`src/source/hdmi_cfg_pkg.sv`:
```
package hdmi_cfg_pkg;

    // host mode codes, lower two bits select the variant in the banked groups
    localparam logic [6:0] MODE_1080P     = 7'h00;
    localparam logic [6:0] MODE_960P      = 7'h01;
    localparam logic [6:0] MODE_480P      = 7'h02;
    localparam logic [6:0] MODE_VGA       = 7'h03;
    localparam logic [6:0] MODE_576P_BASE = 7'h08;
    localparam logic [6:0] MODE_240P_BASE = 7'h10;
    localparam logic [6:0] MODE_480I_BASE = 7'h20;
    localparam logic [6:0] MODE_576I_BASE = 7'h40;

    // CEA-861 video identification codes
    localparam logic [6:0] VIC_960P  = 7'd0;  // no CEA code
    localparam logic [6:0] VIC_VGA   = 7'd1;
    localparam logic [6:0] VIC_480P  = 7'd2;
    localparam logic [6:0] VIC_480I  = 7'd6;
    localparam logic [6:0] VIC_1080P = 7'd16;
    localparam logic [6:0] VIC_576P  = 7'd17;
    localparam logic [6:0] VIC_576I  = 7'd21;

    typedef struct packed {
        logic [6:0] mode;
        logic [2:0] clock_delay;
        logic [1:0] colorspace;
    } settings_t;

    typedef struct packed {
        settings_t settings;
        logic      mode_changed;
        logic      delay_changed;
        logic      colorspace_changed;
    } change_t;

    typedef struct packed {
        logic [6:0] vic;
        logic [1:0] pixel_repeat;
        logic       interlaced;
        logic       line_doubled;
        logic [1:0] colorspace;
        logic [2:0] clock_delay;
    } video_config_t;

    typedef struct packed {
        logic [7:0] addr;
        logic [7:0] data;
    } reg_write_t;

    typedef struct packed {
        logic [6:0] code;
        logic [6:0] vic;
        logic [1:0] pixel_repeat;
        logic       interlaced;
        logic       line_doubled;
    } mode_entry_t;

    localparam int MODE_COUNT = 20;

    localparam mode_entry_t [0:MODE_COUNT-1] MODE_TABLE = '{
        '{code: MODE_1080P,       vic: VIC_1080P, pixel_repeat: 2'd0, interlaced: 1'b0, line_doubled: 1'b0},
        '{code: MODE_960P,        vic: VIC_960P,  pixel_repeat: 2'd0, interlaced: 1'b0, line_doubled: 1'b0},
        '{code: MODE_480P,        vic: VIC_480P,  pixel_repeat: 2'd0, interlaced: 1'b0, line_doubled: 1'b0},
        '{code: MODE_VGA,         vic: VIC_VGA,   pixel_repeat: 2'd0, interlaced: 1'b0, line_doubled: 1'b0},
        '{code: 7'h08,            vic: VIC_576P,  pixel_repeat: 2'd0, interlaced: 1'b0, line_doubled: 1'b0},
        '{code: 7'h09,            vic: VIC_576P,  pixel_repeat: 2'd0, interlaced: 1'b0, line_doubled: 1'b0},
        '{code: 7'h0A,            vic: VIC_576P,  pixel_repeat: 2'd0, interlaced: 1'b0, line_doubled: 1'b0},
        '{code: 7'h0B,            vic: VIC_576P,  pixel_repeat: 2'd0, interlaced: 1'b0, line_doubled: 1'b0},
        '{code: MODE_240P_BASE,   vic: VIC_1080P, pixel_repeat: 2'd0, interlaced: 1'b0, line_doubled: 1'b1},
        '{code: 7'h11,            vic: VIC_960P,  pixel_repeat: 2'd0, interlaced: 1'b0, line_doubled: 1'b1},
        '{code: 7'h12,            vic: VIC_480P,  pixel_repeat: 2'd0, interlaced: 1'b0, line_doubled: 1'b1},
        '{code: 7'h13,            vic: VIC_VGA,   pixel_repeat: 2'd0, interlaced: 1'b0, line_doubled: 1'b1},
        '{code: MODE_480I_BASE,   vic: VIC_480I,  pixel_repeat: 2'd1, interlaced: 1'b1, line_doubled: 1'b0},
        '{code: 7'h21,            vic: VIC_480I,  pixel_repeat: 2'd1, interlaced: 1'b1, line_doubled: 1'b0},
        '{code: 7'h22,            vic: VIC_480I,  pixel_repeat: 2'd1, interlaced: 1'b1, line_doubled: 1'b0},
        '{code: 7'h23,            vic: VIC_480I,  pixel_repeat: 2'd1, interlaced: 1'b1, line_doubled: 1'b0},
        '{code: MODE_576I_BASE,   vic: VIC_576I,  pixel_repeat: 2'd1, interlaced: 1'b1, line_doubled: 1'b0},
        '{code: 7'h41,            vic: VIC_576I,  pixel_repeat: 2'd1, interlaced: 1'b1, line_doubled: 1'b0},
        '{code: 7'h42,            vic: VIC_576I,  pixel_repeat: 2'd1, interlaced: 1'b1, line_doubled: 1'b0},
        '{code: 7'h43,            vic: VIC_576I,  pixel_repeat: 2'd1, interlaced: 1'b1, line_doubled: 1'b0}
    };

    // delay code lands in bits 7:5, code 3 is the zero-skew point
    localparam logic [0:7][7:0] DELAY_BYTE = '{
        8'h00,  // -1.2 ns
        8'h20,  // -0.8 ns
        8'h40,  // -0.4 ns
        8'h60,  // nominal
        8'h80,  // +0.4 ns
        8'hA0,  // +0.8 ns
        8'hC0,  // +1.2 ns
        8'hE0   // +1.6 ns
    };

    localparam video_config_t RESET_CONFIG = '{
        vic:          VIC_1080P,
        pixel_repeat: 2'd0,
        interlaced:   1'b0,
        line_doubled: 1'b0,
        colorspace:   2'd0,
        clock_delay:  3'd3
    };

    // ADV7513 registers touched by a reconfiguration
    localparam logic [7:0] ADDR_INPUT_ID   = 8'h15;
    localparam logic [7:0] ADDR_OUT_FORMAT = 8'h16;
    localparam logic [7:0] ADDR_SYNC_CTRL  = 8'h17;
    localparam logic [7:0] ADDR_CSC_CTRL   = 8'h18;
    localparam logic [7:0] ADDR_PIX_REPEAT = 8'h3B;
    localparam logic [7:0] ADDR_VIC        = 8'h3C;
    localparam logic [7:0] ADDR_HDMI_MODE  = 8'hAF;
    localparam logic [7:0] ADDR_CLK_DELAY  = 8'hBA;

    localparam int WRITE_COUNT = 8;
    localparam int INDEX_WIDTH = $clog2(WRITE_COUNT);
    localparam logic [INDEX_WIDTH-1:0] LAST_INDEX = INDEX_WIDTH'(WRITE_COUNT - 1);

    localparam logic [0:WRITE_COUNT-1][7:0] REG_ADDR = '{
        ADDR_INPUT_ID, ADDR_OUT_FORMAT, ADDR_SYNC_CTRL, ADDR_CSC_CTRL,
        ADDR_PIX_REPEAT, ADDR_VIC, ADDR_HDMI_MODE, ADDR_CLK_DELAY
    };

    localparam logic [7:0] DATA_INPUT_ID  = 8'h00;  // 24-bit RGB, separate syncs
    localparam logic [7:0] DATA_HDMI_MODE = 8'h06;  // HDMI mode, HDCP off

    localparam int CREDIT_WIDTH = 3;
    localparam logic [CREDIT_WIDTH-1:0] CREDIT_MAX = 3'd4;

endpackage

```
`src/source/hdmi_cfg_top.sv`:
```
`timescale 1ns/1ps

module hdmi_cfg_top (
    input  logic                        clock,
    input  logic                        rst_n,
    input  hdmi_cfg_pkg::settings_t     settings,
    output hdmi_cfg_pkg::video_config_t video_config,
    output logic                        reconf,
    input  logic                        credit_return,
    output logic                        write_valid,
    output hdmi_cfg_pkg::reg_write_t    write,
    output logic                        busy
);

    logic                  change_valid;
    hdmi_cfg_pkg::change_t change;

    settings_sampler settings_sampler_inst (
        .clock        (clock),
        .rst_n        (rst_n),
        .settings     (settings),
        .change_valid (change_valid),
        .change       (change)
    );

    mode_decoder mode_decoder_inst (
        .clock        (clock),
        .rst_n        (rst_n),
        .change_valid (change_valid),
        .change       (change),
        .video_config (video_config),
        .reconf       (reconf)
    );

    register_sequencer register_sequencer_inst (
        .clock         (clock),
        .rst_n         (rst_n),
        .video_config  (video_config),
        .reconf        (reconf),
        .credit_return (credit_return),
        .write_valid   (write_valid),
        .write         (write),
        .busy          (busy)
    );

endmodule

```
`src/source/mode_decoder.sv`:
```
`timescale 1ns/1ps

module mode_decoder (
    input  logic                        clock,
    input  logic                        rst_n,
    input  logic                        change_valid,
    input  hdmi_cfg_pkg::change_t       change,
    output hdmi_cfg_pkg::video_config_t video_config,
    output logic                        reconf
);

    hdmi_cfg_pkg::mode_entry_t   mode_entry;
    logic                        mode_hit;
    hdmi_cfg_pkg::video_config_t next_config;

    // table search, at most one entry matches
    always_comb begin
        mode_entry = '0;
        mode_hit   = 1'b0;
        for (int i = 0; i < hdmi_cfg_pkg::MODE_COUNT; i++) begin
            if (hdmi_cfg_pkg::MODE_TABLE[i].code == change.settings.mode) begin
                mode_entry = hdmi_cfg_pkg::MODE_TABLE[i];
                mode_hit   = 1'b1;
            end
        end
    end

    always_comb begin
        next_config = video_config;
        // unlisted codes leave the timing fields alone
        if (change.mode_changed && mode_hit) begin
            next_config.vic          = mode_entry.vic;
            next_config.pixel_repeat = mode_entry.pixel_repeat;
            next_config.interlaced   = mode_entry.interlaced;
            next_config.line_doubled = mode_entry.line_doubled;
        end
        if (change.delay_changed) begin
            next_config.clock_delay = change.settings.clock_delay;
        end
        next_config.colorspace = change.settings.colorspace;  // always taken
    end

    always_ff @(posedge clock) begin
        if (!rst_n) begin
            video_config <= hdmi_cfg_pkg::RESET_CONFIG;
            reconf       <= 1'b0;
        end else begin
            reconf <= change_valid;  // single pulse per change
            if (change_valid) begin
                video_config <= next_config;
            end
        end
    end

endmodule

```
`src/source/register_sequencer.sv`:
```
`timescale 1ns/1ps

module register_sequencer (
    input  logic                        clock,
    input  logic                        rst_n,
    input  hdmi_cfg_pkg::video_config_t video_config,
    input  logic                        reconf,
    input  logic                        credit_return,
    output logic                        write_valid,
    output hdmi_cfg_pkg::reg_write_t    write,
    output logic                        busy
);

    hdmi_cfg_pkg::video_config_t             latched_config;
    logic [hdmi_cfg_pkg::INDEX_WIDTH-1:0]    index;
    logic [hdmi_cfg_pkg::CREDIT_WIDTH-1:0]   credits;
    logic [7:0]                              addr;
    logic [7:0]                              data;
    logic                                    issue;
    logic                                    last;

    assign issue       = busy && (credits != '0);  // stall when out of credits
    assign last        = (index == hdmi_cfg_pkg::LAST_INDEX);
    assign addr        = hdmi_cfg_pkg::REG_ADDR[index];
    assign write_valid = issue;
    assign write       = '{addr: addr, data: data};

    // register payload from the latched record
    always_comb begin
        case (addr)
            hdmi_cfg_pkg::ADDR_INPUT_ID: begin
                data = hdmi_cfg_pkg::DATA_INPUT_ID;
            end
            hdmi_cfg_pkg::ADDR_OUT_FORMAT: begin
                data = {latched_config.colorspace, 6'b11_0000};
            end
            hdmi_cfg_pkg::ADDR_SYNC_CTRL: begin
                data = {6'b0, latched_config.interlaced, 1'b0};
            end
            hdmi_cfg_pkg::ADDR_CSC_CTRL: begin
                data = (latched_config.colorspace == 2'd1) ? 8'h80 : 8'h00;  // CSC on for YCbCr
            end
            hdmi_cfg_pkg::ADDR_PIX_REPEAT: begin
                data = {5'b0, latched_config.pixel_repeat, 1'b0};
            end
            hdmi_cfg_pkg::ADDR_VIC: begin
                data = {1'b0, latched_config.vic};
            end
            hdmi_cfg_pkg::ADDR_HDMI_MODE: begin
                data = hdmi_cfg_pkg::DATA_HDMI_MODE;
            end
            hdmi_cfg_pkg::ADDR_CLK_DELAY: begin
                data = hdmi_cfg_pkg::DELAY_BYTE[latched_config.clock_delay];
            end
            default: begin
                data = 8'h00;
            end
        endcase
    end

    // one credit per write, one back per return pulse
    always_ff @(posedge clock) begin
        if (!rst_n) begin
            credits <= hdmi_cfg_pkg::CREDIT_MAX;
        end else begin
            case ({issue, credit_return})
                2'b10:   credits <= credits - 1'b1;
                2'b01:   credits <= credits + 1'b1;
                default: credits <= credits;
            endcase
        end
    end

    // a reconf wins over sequence end, restarting from the top
    always_ff @(posedge clock) begin
        if (!rst_n) begin
            busy  <= 1'b0;
            index <= '0;
        end else if (reconf) begin
            busy  <= 1'b1;
            index <= '0;
        end else if (issue) begin
            if (last) begin
                busy  <= 1'b0;
                index <= '0;
            end else begin
                index <= index + 1'b1;
            end
        end
    end

    always_ff @(posedge clock) begin
        if (reconf) begin
            latched_config <= video_config;
        end
    end

endmodule

```
`src/source/settings_sampler.sv`:
```
`timescale 1ns/1ps

module settings_sampler (
    input  logic                    clock,
    input  logic                    rst_n,
    input  hdmi_cfg_pkg::settings_t settings,
    output logic                    change_valid,
    output hdmi_cfg_pkg::change_t   change
);

    hdmi_cfg_pkg::settings_t prev_settings;
    logic                    mode_diff;
    logic                    delay_diff;
    logic                    colorspace_diff;
    logic                    any_diff;

    // per-field compare against last cycle's copy
    assign mode_diff       = (settings.mode != prev_settings.mode);
    assign delay_diff      = (settings.clock_delay != prev_settings.clock_delay);
    assign colorspace_diff = (settings.colorspace != prev_settings.colorspace);
    assign any_diff        = mode_diff | delay_diff | colorspace_diff;

    // tracked through reset too, so release sees no false change
    always_ff @(posedge clock) begin
        prev_settings <= settings;
    end

    always_ff @(posedge clock) begin
        if (!rst_n) begin
            change_valid <= 1'b0;
        end else begin
            change_valid <= any_diff;
        end
    end

    always_ff @(posedge clock) begin
        change <= '{
            settings:           settings,
            mode_changed:       mode_diff,
            delay_changed:      delay_diff,
            colorspace_changed: colorspace_diff
        };
    end

endmodule
```
`config.mk`:
```
export PLATFORM = sky130hd
export DESIGN_NAME = hdmi_cfg_top
export DESIGN_NICKNAME = d
export VERILOG_FILES = /design/src/source/hdmi_cfg_pkg.sv /design/src/source/hdmi_cfg_top.sv /design/src/source/mode_decoder.sv /design/src/source/register_sequencer.sv /design/src/source/settings_sampler.sv
export SDC_FILE = /design/constraint.sdc
export NUM_CORES = 1
export LEC_CHECK = 0
export ABC_CLOCK_PERIOD_IN_PS = 2500
export BUFFER_PORTS_ARGS = -buffer_cell sky130_fd_sc_hd__buf_4
export CORE_MARGIN = 3
export CORE_UTILIZATION = 52
export CTS_CLUSTER_SIZE = 10
export DETAILED_ROUTE_END_ITERATION = 6
export HOLD_SLACK_MARGIN = 0.02
export PLACE_DENSITY = 0.77
export SYNTH_ARGS = -nofsm -noshare
export SYNTH_HDL_FRONTEND = slang
export SYNTH_SLANG_ARGS = --single-unit
```
`constraint.sdc`:
```
create_clock -name clock -period 2.5 [get_ports clock]
set_input_delay 0.25 -clock clock [delete_from_list [all_inputs] [get_ports clock]]
set_output_delay 0.25 -clock clock [all_outputs]
set_load 0.02 [all_outputs]
```
After elaboration in Yosys (flattened, before gate mapping)

Memories as Yosys holds them, arrays and structs flattened.
Cells that the tools add are included.

Bits in registers: 54
Bits in read-only memories: 128
Bits of input ports: 15
Memories: 2

$add $sub $neg: 3
$lt $le $gt $ge: 2
Equality and inequality tests: 33
Multiplexer cells: 51
Bitwise gates (word level): 5
Reductions and logical operators: 11

Memory list:

| memory           | words | width | read ports | clocked after memory_dff | wr ports | RTL line                 | RTL |
|---|---|---|---|---|---|---|---|
| (name not given) | 8     | 8     | 1          | 0                        | 0        | register_sequencer.sv:53 | `data = hdmi_cfg_pkg::DELAY_BYTE[latched_config.clock_delay];` |
| (name not given) | 8     | 8     | 1          | 0                        | 0        | register_sequencer.sv:24 | `assign addr = hdmi_cfg_pkg::REG_ADDR[index];` |

Operator list:

| operator                                                               | count |
|---|---|
| 11-bit 2-to-1 mux                                                      | 18 |
| 8-bit case mux with 7 select lines                                     | 1 |
| 8-bit 2-to-1 mux                                                       | 5 |
| 4-bit by 7-bit equality test with 1-bit output (first input constant)  | 4 |
| 5-bit by 7-bit equality test with 1-bit output (first input constant)  | 4 |
| 6-bit by 7-bit equality test with 1-bit output (first input constant)  | 4 |
| 7-bit equality test (first input constant)                             | 4 |
| 8-bit by 5-bit equality test with 1-bit output (second input constant) | 3 |
| 1-bit 2-to-1 mux                                                       | 23 |
| 9-bit 2-to-1 mux                                                       | 2 |
| 8-bit by 6-bit equality test with 1-bit output (second input constant) | 2 |
| 8-bit equality test (second input constant)                            | 2 |
| 2-bit by 7-bit equality test with 1-bit output (first input constant)  | 2 |
| 4-bit greater-or-equal comparator (second input constant)              | 2 |
| 3-bit NOT with 4-bit output                                            | 2 |
| 1-bit by 7-bit equality test with 1-bit output (first input constant)  | 1 |
| 7-bit zero test                                                        | 1 |
| 7-bit inequality test                                                  | 1 |
| 3-bit by 1-bit adder with 3-bit output (second input constant)         | 2 |
| 3-bit case mux with 2 select lines                                     | 1 |
| 2-bit AND reduction                                                    | 3 |
| 2-bit nonzero test                                                     | 3 |
| 2-bit by 1-bit equality test with 1-bit output (second input constant) | 2 |
| 3-bit equality test (second input constant)                            | 1 |
| 10 further kinds                                                       | 12 |

Longest topological paths before layout

Gate-level depths: netlist of run 1.

Word-level depth: 23
Depth in mapped cells: 8

Hierarchy

A second synthesis of run 1 with hierarchy kept.

Cell total of the unflattened synthesis: 207
Area total of the unflattened synthesis: 2322.2 um^2

Modules (own cells, without submodules):

| module             | instances | cells each | area an instance (um^2) |
|---|---|---|---|
| register_sequencer | 1         | 95         | 1189.9 |
| mode_decoder       | 1         | 78         | 669.4 |
| settings_sampler   | 1         | 34         | 462.9 |

Worst setup path after synthesis of run 1

Ideal clock, no wire load.

Path type: reg2out
From: register register_sequencer_inst.index[0] (netlist name)
To: output write[7] (netlist name)
Arrival: 2026 ps
Required time: 2250 ps
Path slack: 224 ps
Stages on the path, launching flop included: 6
Path buffers: 0
Cell sequence: dfxtp_1 > inv_1 > ha_1 > mux2i_1 > nor4_1 > a221o_1

RTL lines:

| item                   | RTL line                 | RTL |
|---|---|---|
| from (decl)            | register_sequencer.sv:15 | `logic [hdmi_cfg_pkg::INDEX_WIDTH-1:0] index;` |
| from (signal assigned) | register_sequencer.sv:87 | `index <= index + 1'b1;` |
| to (decl)              | hdmi_cfg_top.sv:11       | `output hdmi_cfg_pkg::reg_write_t write,` |

==> summary.md, run 1 <==
| Metric | Value |
|---|---|
| Status | complete, no violations |
| Synth area leader | dfxtp_1 |
| Largest net degree at the start of global routing | 19 |
| Pwr/cell area | 561 nW/um2 |
| Final hold violation count | 0 |
| Share of the synthesized area in the top cell type | 0.350 |
| Worst EP required | 2.25 ns |
| Synth Area in Compound Gates | 0.105 |
| Number of buffer and inverter stages on the critical path | 2 |
| Initial antenna violation count | 0 |
| Tightest Pin Transition | 0.476 ns |
| ANT nets after route | 0 |
| Worst-path cell chain | inv_1 -> ha_2 -> nor2b_1 -> a21o_1 -> nor4_4 -> a221o_1 -> buf_4 |
| Wire per inst | 13.5 um |
| Yosys Warn Count | 0 |
| Final number of max-transition violations | 0 |
| Worst R2R End | register_sequencer_inst.credits[2]$_SDFFE_PN1P_ |
| Crit-path leading delay family | compound AO/OA/AOI/OAI gates |
| Gr ovfl total | 0 |
| Yosys reg bits | 42 |
| Initial core utilization | 0.553 |
| Final Non-Filler Cells | 286 |
| Reg clk slew, reported paths | 0.13 ns |
| CTS tree | yes |
| Vias in the first global route | 1438 |
| Post-synth EDFFs | 9 |
| Via density | 5.19 |
| Min Tclk post-route | 2.39 ns |
| Register-to-Register Path Depth | 8 |
| Synth Area in XOR/XNOR | 0.0696 |
| Max_cap viols | 0 |
| Final setup viols | 0 |
| Critical path type | reg -> out |
| Max-slew headroom | 0.675 |
| Cell Area, Placed | 2190 um2 |
| WHS Path Cells | 2 |
| Top-count cell post-synth | dfxtp_1 |
| CP max stage delay | 0.40 ns |
| Die W | 66.3 um |
| Io pins | 50 |
| Placed Instances | 263 |
| Leakage power | 0.00104 uW |
| Core ar. | 3420 um2 |
| Slowest stage cell on the critical path | dfxtp_4 |
| HPWL Detailed | 2790 um |
| Hold-critical path endpoint | mode_decoder_inst.video_config[13]$_SDFFE_PN1P_ |
| CTS Root Cell | clkbuf_4 |
| First-pass GRT wire length | 6350 um |
| Main synth FF type | dfxtp_1 |
| DR iter-0 viols | 44 |
| Crit start category | register |
| R2R setup slack | 0.16 ns |
| DR DRC count | 0 |
| Adder-Cell Fraction of Synth Area | 0.0557 |
| Via count | 1483 |
| Hold Crit Class | in -> reg |
| Register area share after synthesis | 0.493 |
| # port buffers | 43 |
| Simple-gate share of the synthesized area | 0.183 |
| NumNets Final | 261 |
| Critical R2R Launch | register_sequencer_inst.credits[0]$_SDFFE_PN0P_ |
| Min Hold Slack | 0.158 ns |
| Layout Skew | 0.00968 ns |
| RD Place Congestion | 0.799 |
| Worst VDD drop | 0.355 mV |
| Crit-path max FO | 6 |
| H-tree depth | 2 |
| DIE HEIGHT | 66.3 um |
| Synth Instances | 184 |
| Fin crit share | 0.956 |
| Commonest cells in the synthesized netlist | 33 x dfxtp_1, 16 x nand2_1, 9 x buf_4, 9 x edfxtp_1, 9 x nand3_1 |
| Die ar. | 4390 um2 |
| Mux contribution to synthesized area | 0.0212 |
| Avg Cell Area, Syn | 10.3 um2 |
| FILL cells | 269 |
| CTS Buffer Depth | 2 |
| Post-route cell area | 2460 um2 |
| Synth Cell Area | 1890 um2 |
| Synth area leaders | dfxtp_1 35%, edfxtp_1 14%, ha_1 4.0% |
| Netlist cell types | 42 |
| Share of layout cells above drive strength 1 | 0.271 |
| Crit end category | output pin |
| # rows | 21 |
| Cts bufs inserted | 5 |
| Clock Sinks | 42 |
| Total GRT Usage | 0.192 |
| Post-layout util | 0.719 |
| Async SR Flop Fraction | 0 |
| Largest family of logic cells by synthesized area | simple AND/OR/NAND/NOR gates |
| Worst-Skew Late Latency | 0.35 ns |
| Synth-to-layout area growth | 30.2% |
| Worst Path Arrival | 2.14 ns |
| # diodes | 0 |
| DRT Wirelength | 3850 um |
| First-pass iteration count of the detailed router | 4 |
| Hold wc startpoint | rst_n |
| Fmax | 0.419 GHz |
[where the power goes]
| part | internal, uW | total, uW | switching, uW |
|---|---|---|---|
| Sequential | 733 | 778 | 44.6 |
| Clock | 172 | 388 | 216 |
| Combinational | 109 | 213 | 104 |
[flip-flops by register name (all words and copies together) (netlist names)]
name	flops
mode_decoder_inst.reconf	1
mode_decoder_inst.video_config	10
register_sequencer_inst.busy	1
register_sequencer_inst.credits	3
register_sequencer_inst.index	3
register_sequencer_inst.latched_config	9
settings_sampler_inst.change	2
settings_sampler_inst.change_valid	1
settings_sampler_inst.prev_settings	12
[repair_timing]
item	4_1_cts	5_1_grt
setup buffers	0	3
hold endpoints to repair	12	0
gates resized for setup	7	6
hold buffers	12	0
pin swaps	0	1
setup endpoints to repair	7	7
[layout make-up]
class | instances | area (um2) | share of cell area
flip-flops and latches | 42 | 940 | 0.382
multi-input cells | 123 | 885 | 0.360
repair buffers | 59 | 473 | 0.192
clock buffers | 7 | 66.3 | 0.0270
well taps | 46 | 57.6 | 0.0234
inverters | 8 | 30.0 | 0.0122
clock inverters | 1 | 6.26 | 0.00255
[placed cells by master (no fill, tap or decap), drive strengths merged, types with 3 or more instances in the layout]
master / netlist / routed
ha: 6 / 6
mux2i: 4 / 4
dlygate4sd3: 0 / 12
a21oi: 5 / 5
buf: 12 / 47
clkbuf: 4 / 7
xnor2: 8 / 8
xor2: 7 / 7
dfxtp: 33 / 33
nor2b: 7 / 7
conb: 1 / 6
o21ai: 5 / 5
or3: 6 / 6
nor3b: 3 / 3
inv: 8 / 9
a21o: 3 / 3
nand2: 16 / 16
edfxtp: 9 / 9
and2: 4 / 4
nand3: 9 / 9
nand4: 3 / 3
nor2: 5 / 5
[worst reg2reg max path, stage by stage (launching register included)]
cell and delay [ns]:
dfxtp_1 0.36, or3_1 0.40, nand2_1 0.21, ha_1 0.22, inv_1 0.07, fa_1 0.43
xor2_1 0.16, or3_1 0.32, nand3_1 0.10
[logic make-up (layout without fill, tap and decap cells)]
family | after synthesis | after routing
adders and majority gates | 8 | 8
and+or+nand+nor | 63 | 63
other | 1 | 6
AOI/OAI and AO/OA | 27 | 27
muxes | 4 | 4
DFF | 42 | 42
xor gates and xnor gates | 15 | 15
buffers and inverters | 24 | 75
[routing by layer]
layer	wire (um)	track usage
met2	2000	0.348
met5	0	0
met4	78	0.0939
met1	1560	0.208
met3	216	0.0408
[worst max path at each step]
stage	endpoint	slack, ns	cells after the start	startpoint
final	write[7]	0.11	7	register_sequencer_inst.index[0]$_SDFFE_PP0P_
after global routing	write[7]	-0.01	7	register_sequencer_inst.index[0]$_SDFFE_PP0P_
after CTS	write[1]	0.02	8	register_sequencer_inst.index[1]$_SDFFE_PP0P_
after detailed placement	write[7]	0.19	7	register_sequencer_inst.index[0]$_SDFFE_PP0P_
after global placement	write[7]	0.28	7	register_sequencer_inst.index[0]$_SDFFE_PP0P_
after floorplan	write[7]	0.22	5	register_sequencer_inst.index[0]$_SDFFE_PP0P_
[through the flow]
stage,setup slack [ns],total power (uW),TNS [ns]
global route,-0.0130,1450,-0.0130
global placement,0.280,969,0
floorplan,0.224,917,0
finish,0.111,1380,0
CTS,0.0240,1380,0
detailed placement,0.185,984,0
(Power assumes the default switching activity.)
==> inputs of run 2 (changes only) <==
Settings changed: ABC_CLOCK_PERIOD_IN_PS 2500 to 2200, REMOVE_ABC_BUFFERS set to 1.
Clock period 2.5 ns to 2.2 ns, I/O delays scaled along.
==> summary.md, run 2 (same netlist as run 1, synthesis figures left out) <==
| Metric | Value |
|---|---|
| Max reg flops | 12 |
| GR Layer Usage met1 | 0.206 |
| Die W | 66.3 um |
| HPWL Detailed | 2760 um |
| Share of layout cells above drive strength 1 | 0.337 |
| Met2 usage | 0.388 |
| H-tree depth | 2 |
| Final hold violation count | 0 |
| First-pass iteration count of the detailed router | 4 |
| Hold-critical path endpoint | mode_decoder_inst.video_config[13]$_SDFFE_PN1P_ |
| # port buffers | 43 |
| Slowest stage cell on the critical path | dfxtp_4 |
| Initial antenna violation count | 0 |
| Fin crit share | 1.00 |
| NetSw | 422 uW |
| Clock Sinks | 42 |
| Largest net degree at the start of global routing | 19 |
| Min Hold Slack | 0.146 ns |
| Post-route cell area | 2620 um2 |
| Die ar. | 4390 um2 |
| Worst-Skew Late Latency | 0.34 ns |
| Final number of max-transition violations | 0 |
| CTS tree | yes |
| GRT busiest layer | met2 |
| Final setup viols | 1 |
| Register-to-Register Path Depth | 8 |
| Commonest cells after routing, fill and taps aside | 50 x buf_4, 29 x dfxtp_1, 14 x nand2_1 |
| Core ar. | 3420 um2 |
| Synth-to-layout area growth | 38.7% |
| Setup WS post-layout | -0.00544 ns |
| Worst R2R End | register_sequencer_inst.credits[2]$_SDFFE_PN1P_ |
| Fmax | 0.453 GHz |
| Hold wc startpoint | rst_n |
| Crit end category | output pin |
| Cell-internal power | 1220 uW |
| Leakage power | 0.00111 uW |
| # diodes | 0 |
| Reg clk slew, reported paths | 0.12 ns |
| Critical R2R Launch | register_sequencer_inst.credits[2]$_SDFFE_PN1P_ |
| DR iter-0 viols | 38 |
| Critical path type | reg -> out |
| Io pins | 50 |
| Layout Skew | 0.00335 ns |
| Clock Power Share | 0.297 |
| Sw frac | 0.257 |
| Via count | 1544 |
| CTS Buffer Depth | 2 |
| Initial core utilization | 0.553 |
| Commonest non-fill, non-tap cell in the layout | buf_4 |
| CP max stage delay | 0.40 ns |
| RSZ-0062 raised after global routing | true |
| Hold Crit Class | in -> reg |
| Most frequent CP cell | buf_4 |
| Logic pwr share | 0.163 |
| Pwr/cell area | 625 nW/um2 |
| Reg with most FFs | settings_sampler_inst.prev_settings |
| # rows | 21 |
| Total GRT Usage | 0.202 |
| ANT nets after route | 0 |
| Vias in the first global route | 1506 |
| Worst-path cell chain | ha_4 -> inv_4 -> ha_4 -> nor2b_4 -> buf_4 -> nor4b_2 -> buf_4 -> a22o_1 -> buf_4 |
| Max_cap viols | 0 |
| Worst EP required | 1.98 ns |
| WHS Path Cells | 2 |
| Min Tclk post-route | 2.21 ns |
| Largest registers | settings_sampler_inst.prev_settings x12, mode_decoder_inst.video_config x10, register_sequencer_inst.latched_config x9 |
| Failing checks | negative setup slack |
| Cts bufs inserted | 5 |
| Crit start category | register |
| R2R setup slack | 0.09 ns |
| Status | finished with violations |
| First-pass GRT wire length | 6640 um |
| Worst VDD drop | 0.536 mV |
| RD Place Congestion | 0.824 |
| Gr ovfl total | 0 |
| Worst Path Arrival | 1.99 ns |
| Crit-path max FO | 5 |
| CTS Root Cell | clkbuf_4 |
| DRT Wirelength | 4140 um |
| NumNets Final | 270 |
| Post-place setup slack | 0.0285 ns |
| Number of buffer and inverter stages on the critical path | 4 |
| Via density | 5.23 |
| Flop pwr share | 0.540 |
| Cell Area, Placed | 2230 um2 |
| DIE HEIGHT | 66.3 um |
| Crit-path leading delay family | buffers and inverters |
| Met3 usage in global routing | 0.0340 |
| Wire per inst | 14.0 um |
| DR DRC count | 0 |
-- run 2: layout make-up --
| class | count | area (um2) |
|---|---|---|
| multi-input combinational | 123 | 943 |
| inverter | 8 | 32.5 |
| clock inverter | 2 | 37.5 |
| clock buffer | 6 | 41.3 |
| sequential | 42 | 943 |
| tap | 46 | 57.6 |
| timing repair buffer | 68 | 563 |
| fill | 223 | 797 |
-- run 2: how the worst max path moves through the flow --
| stage | startpoint | endpoint | slack, ns | depth (start not counted) |
|---|---|---|---|---|
| final | register_sequencer_inst.index[1]$_SDFFE_PP0P_ | write[1] | -0.005 | 9 |
| after global routing | register_sequencer_inst.index[1]$_SDFFE_PP0P_ | write[7] | -0.11 | 8 |
| after CTS | register_sequencer_inst.index[1]$_SDFFE_PP0P_ | write[7] | -0.003 | 8 |
| after detailed placement | register_sequencer_inst.index[1]$_SDFFE_PP0P_ | write[7] | 0.03 | 8 |
| after global placement | register_sequencer_inst.index[0]$_SDFFE_PP0P_ | write[7] | 0.08 | 7 |
| after floorplan | register_sequencer_inst.index[0]$_SDFFE_PP0P_ | write[7] | -0.05 | 5 |
-- run 2: timing repair --
action / CTS / global route
hold endpoints to repair: 12 / 0
resized for setup: 18 / 18
pin swaps: 5 / 6
hold buffers: 12 / 0
gates cloned: 0 / 0
buffers inserted: 4 / 3
endpoints found under the setup margin: 7 / 8
-- run 2: power groups by stage --
stage	registers, uW	clock network, uW	logic (uW)
6_report	884	486	267
5_1_grt	893	531	292
4_1_cts	882	496	250
3_5_place_dp	901	0	220
3_3_place_gp	896	0	209
2_1_floorplan	901	0	127
-- run 2: stage by stage --
step	instances	total power, uW	util	setup TNS (ns)
5_1_grt	295	1720	0.767	-0.460
6_report	295	1640	0.767	-0.00544
4_1_cts	292	1630	0.743	-0.00286
2_1_floorplan	173	1030	-	-0.0463
3_5_place_dp	268	1120	0.652	0
3_3_place_gp	268	1100	0.652	0
-- run 2: routing by layer --
metal  wire length, um  vias up
met3               191       14
met4               117        0
met1              1570      711
met2              2260       58
met5                 0        -
li1                  -      761
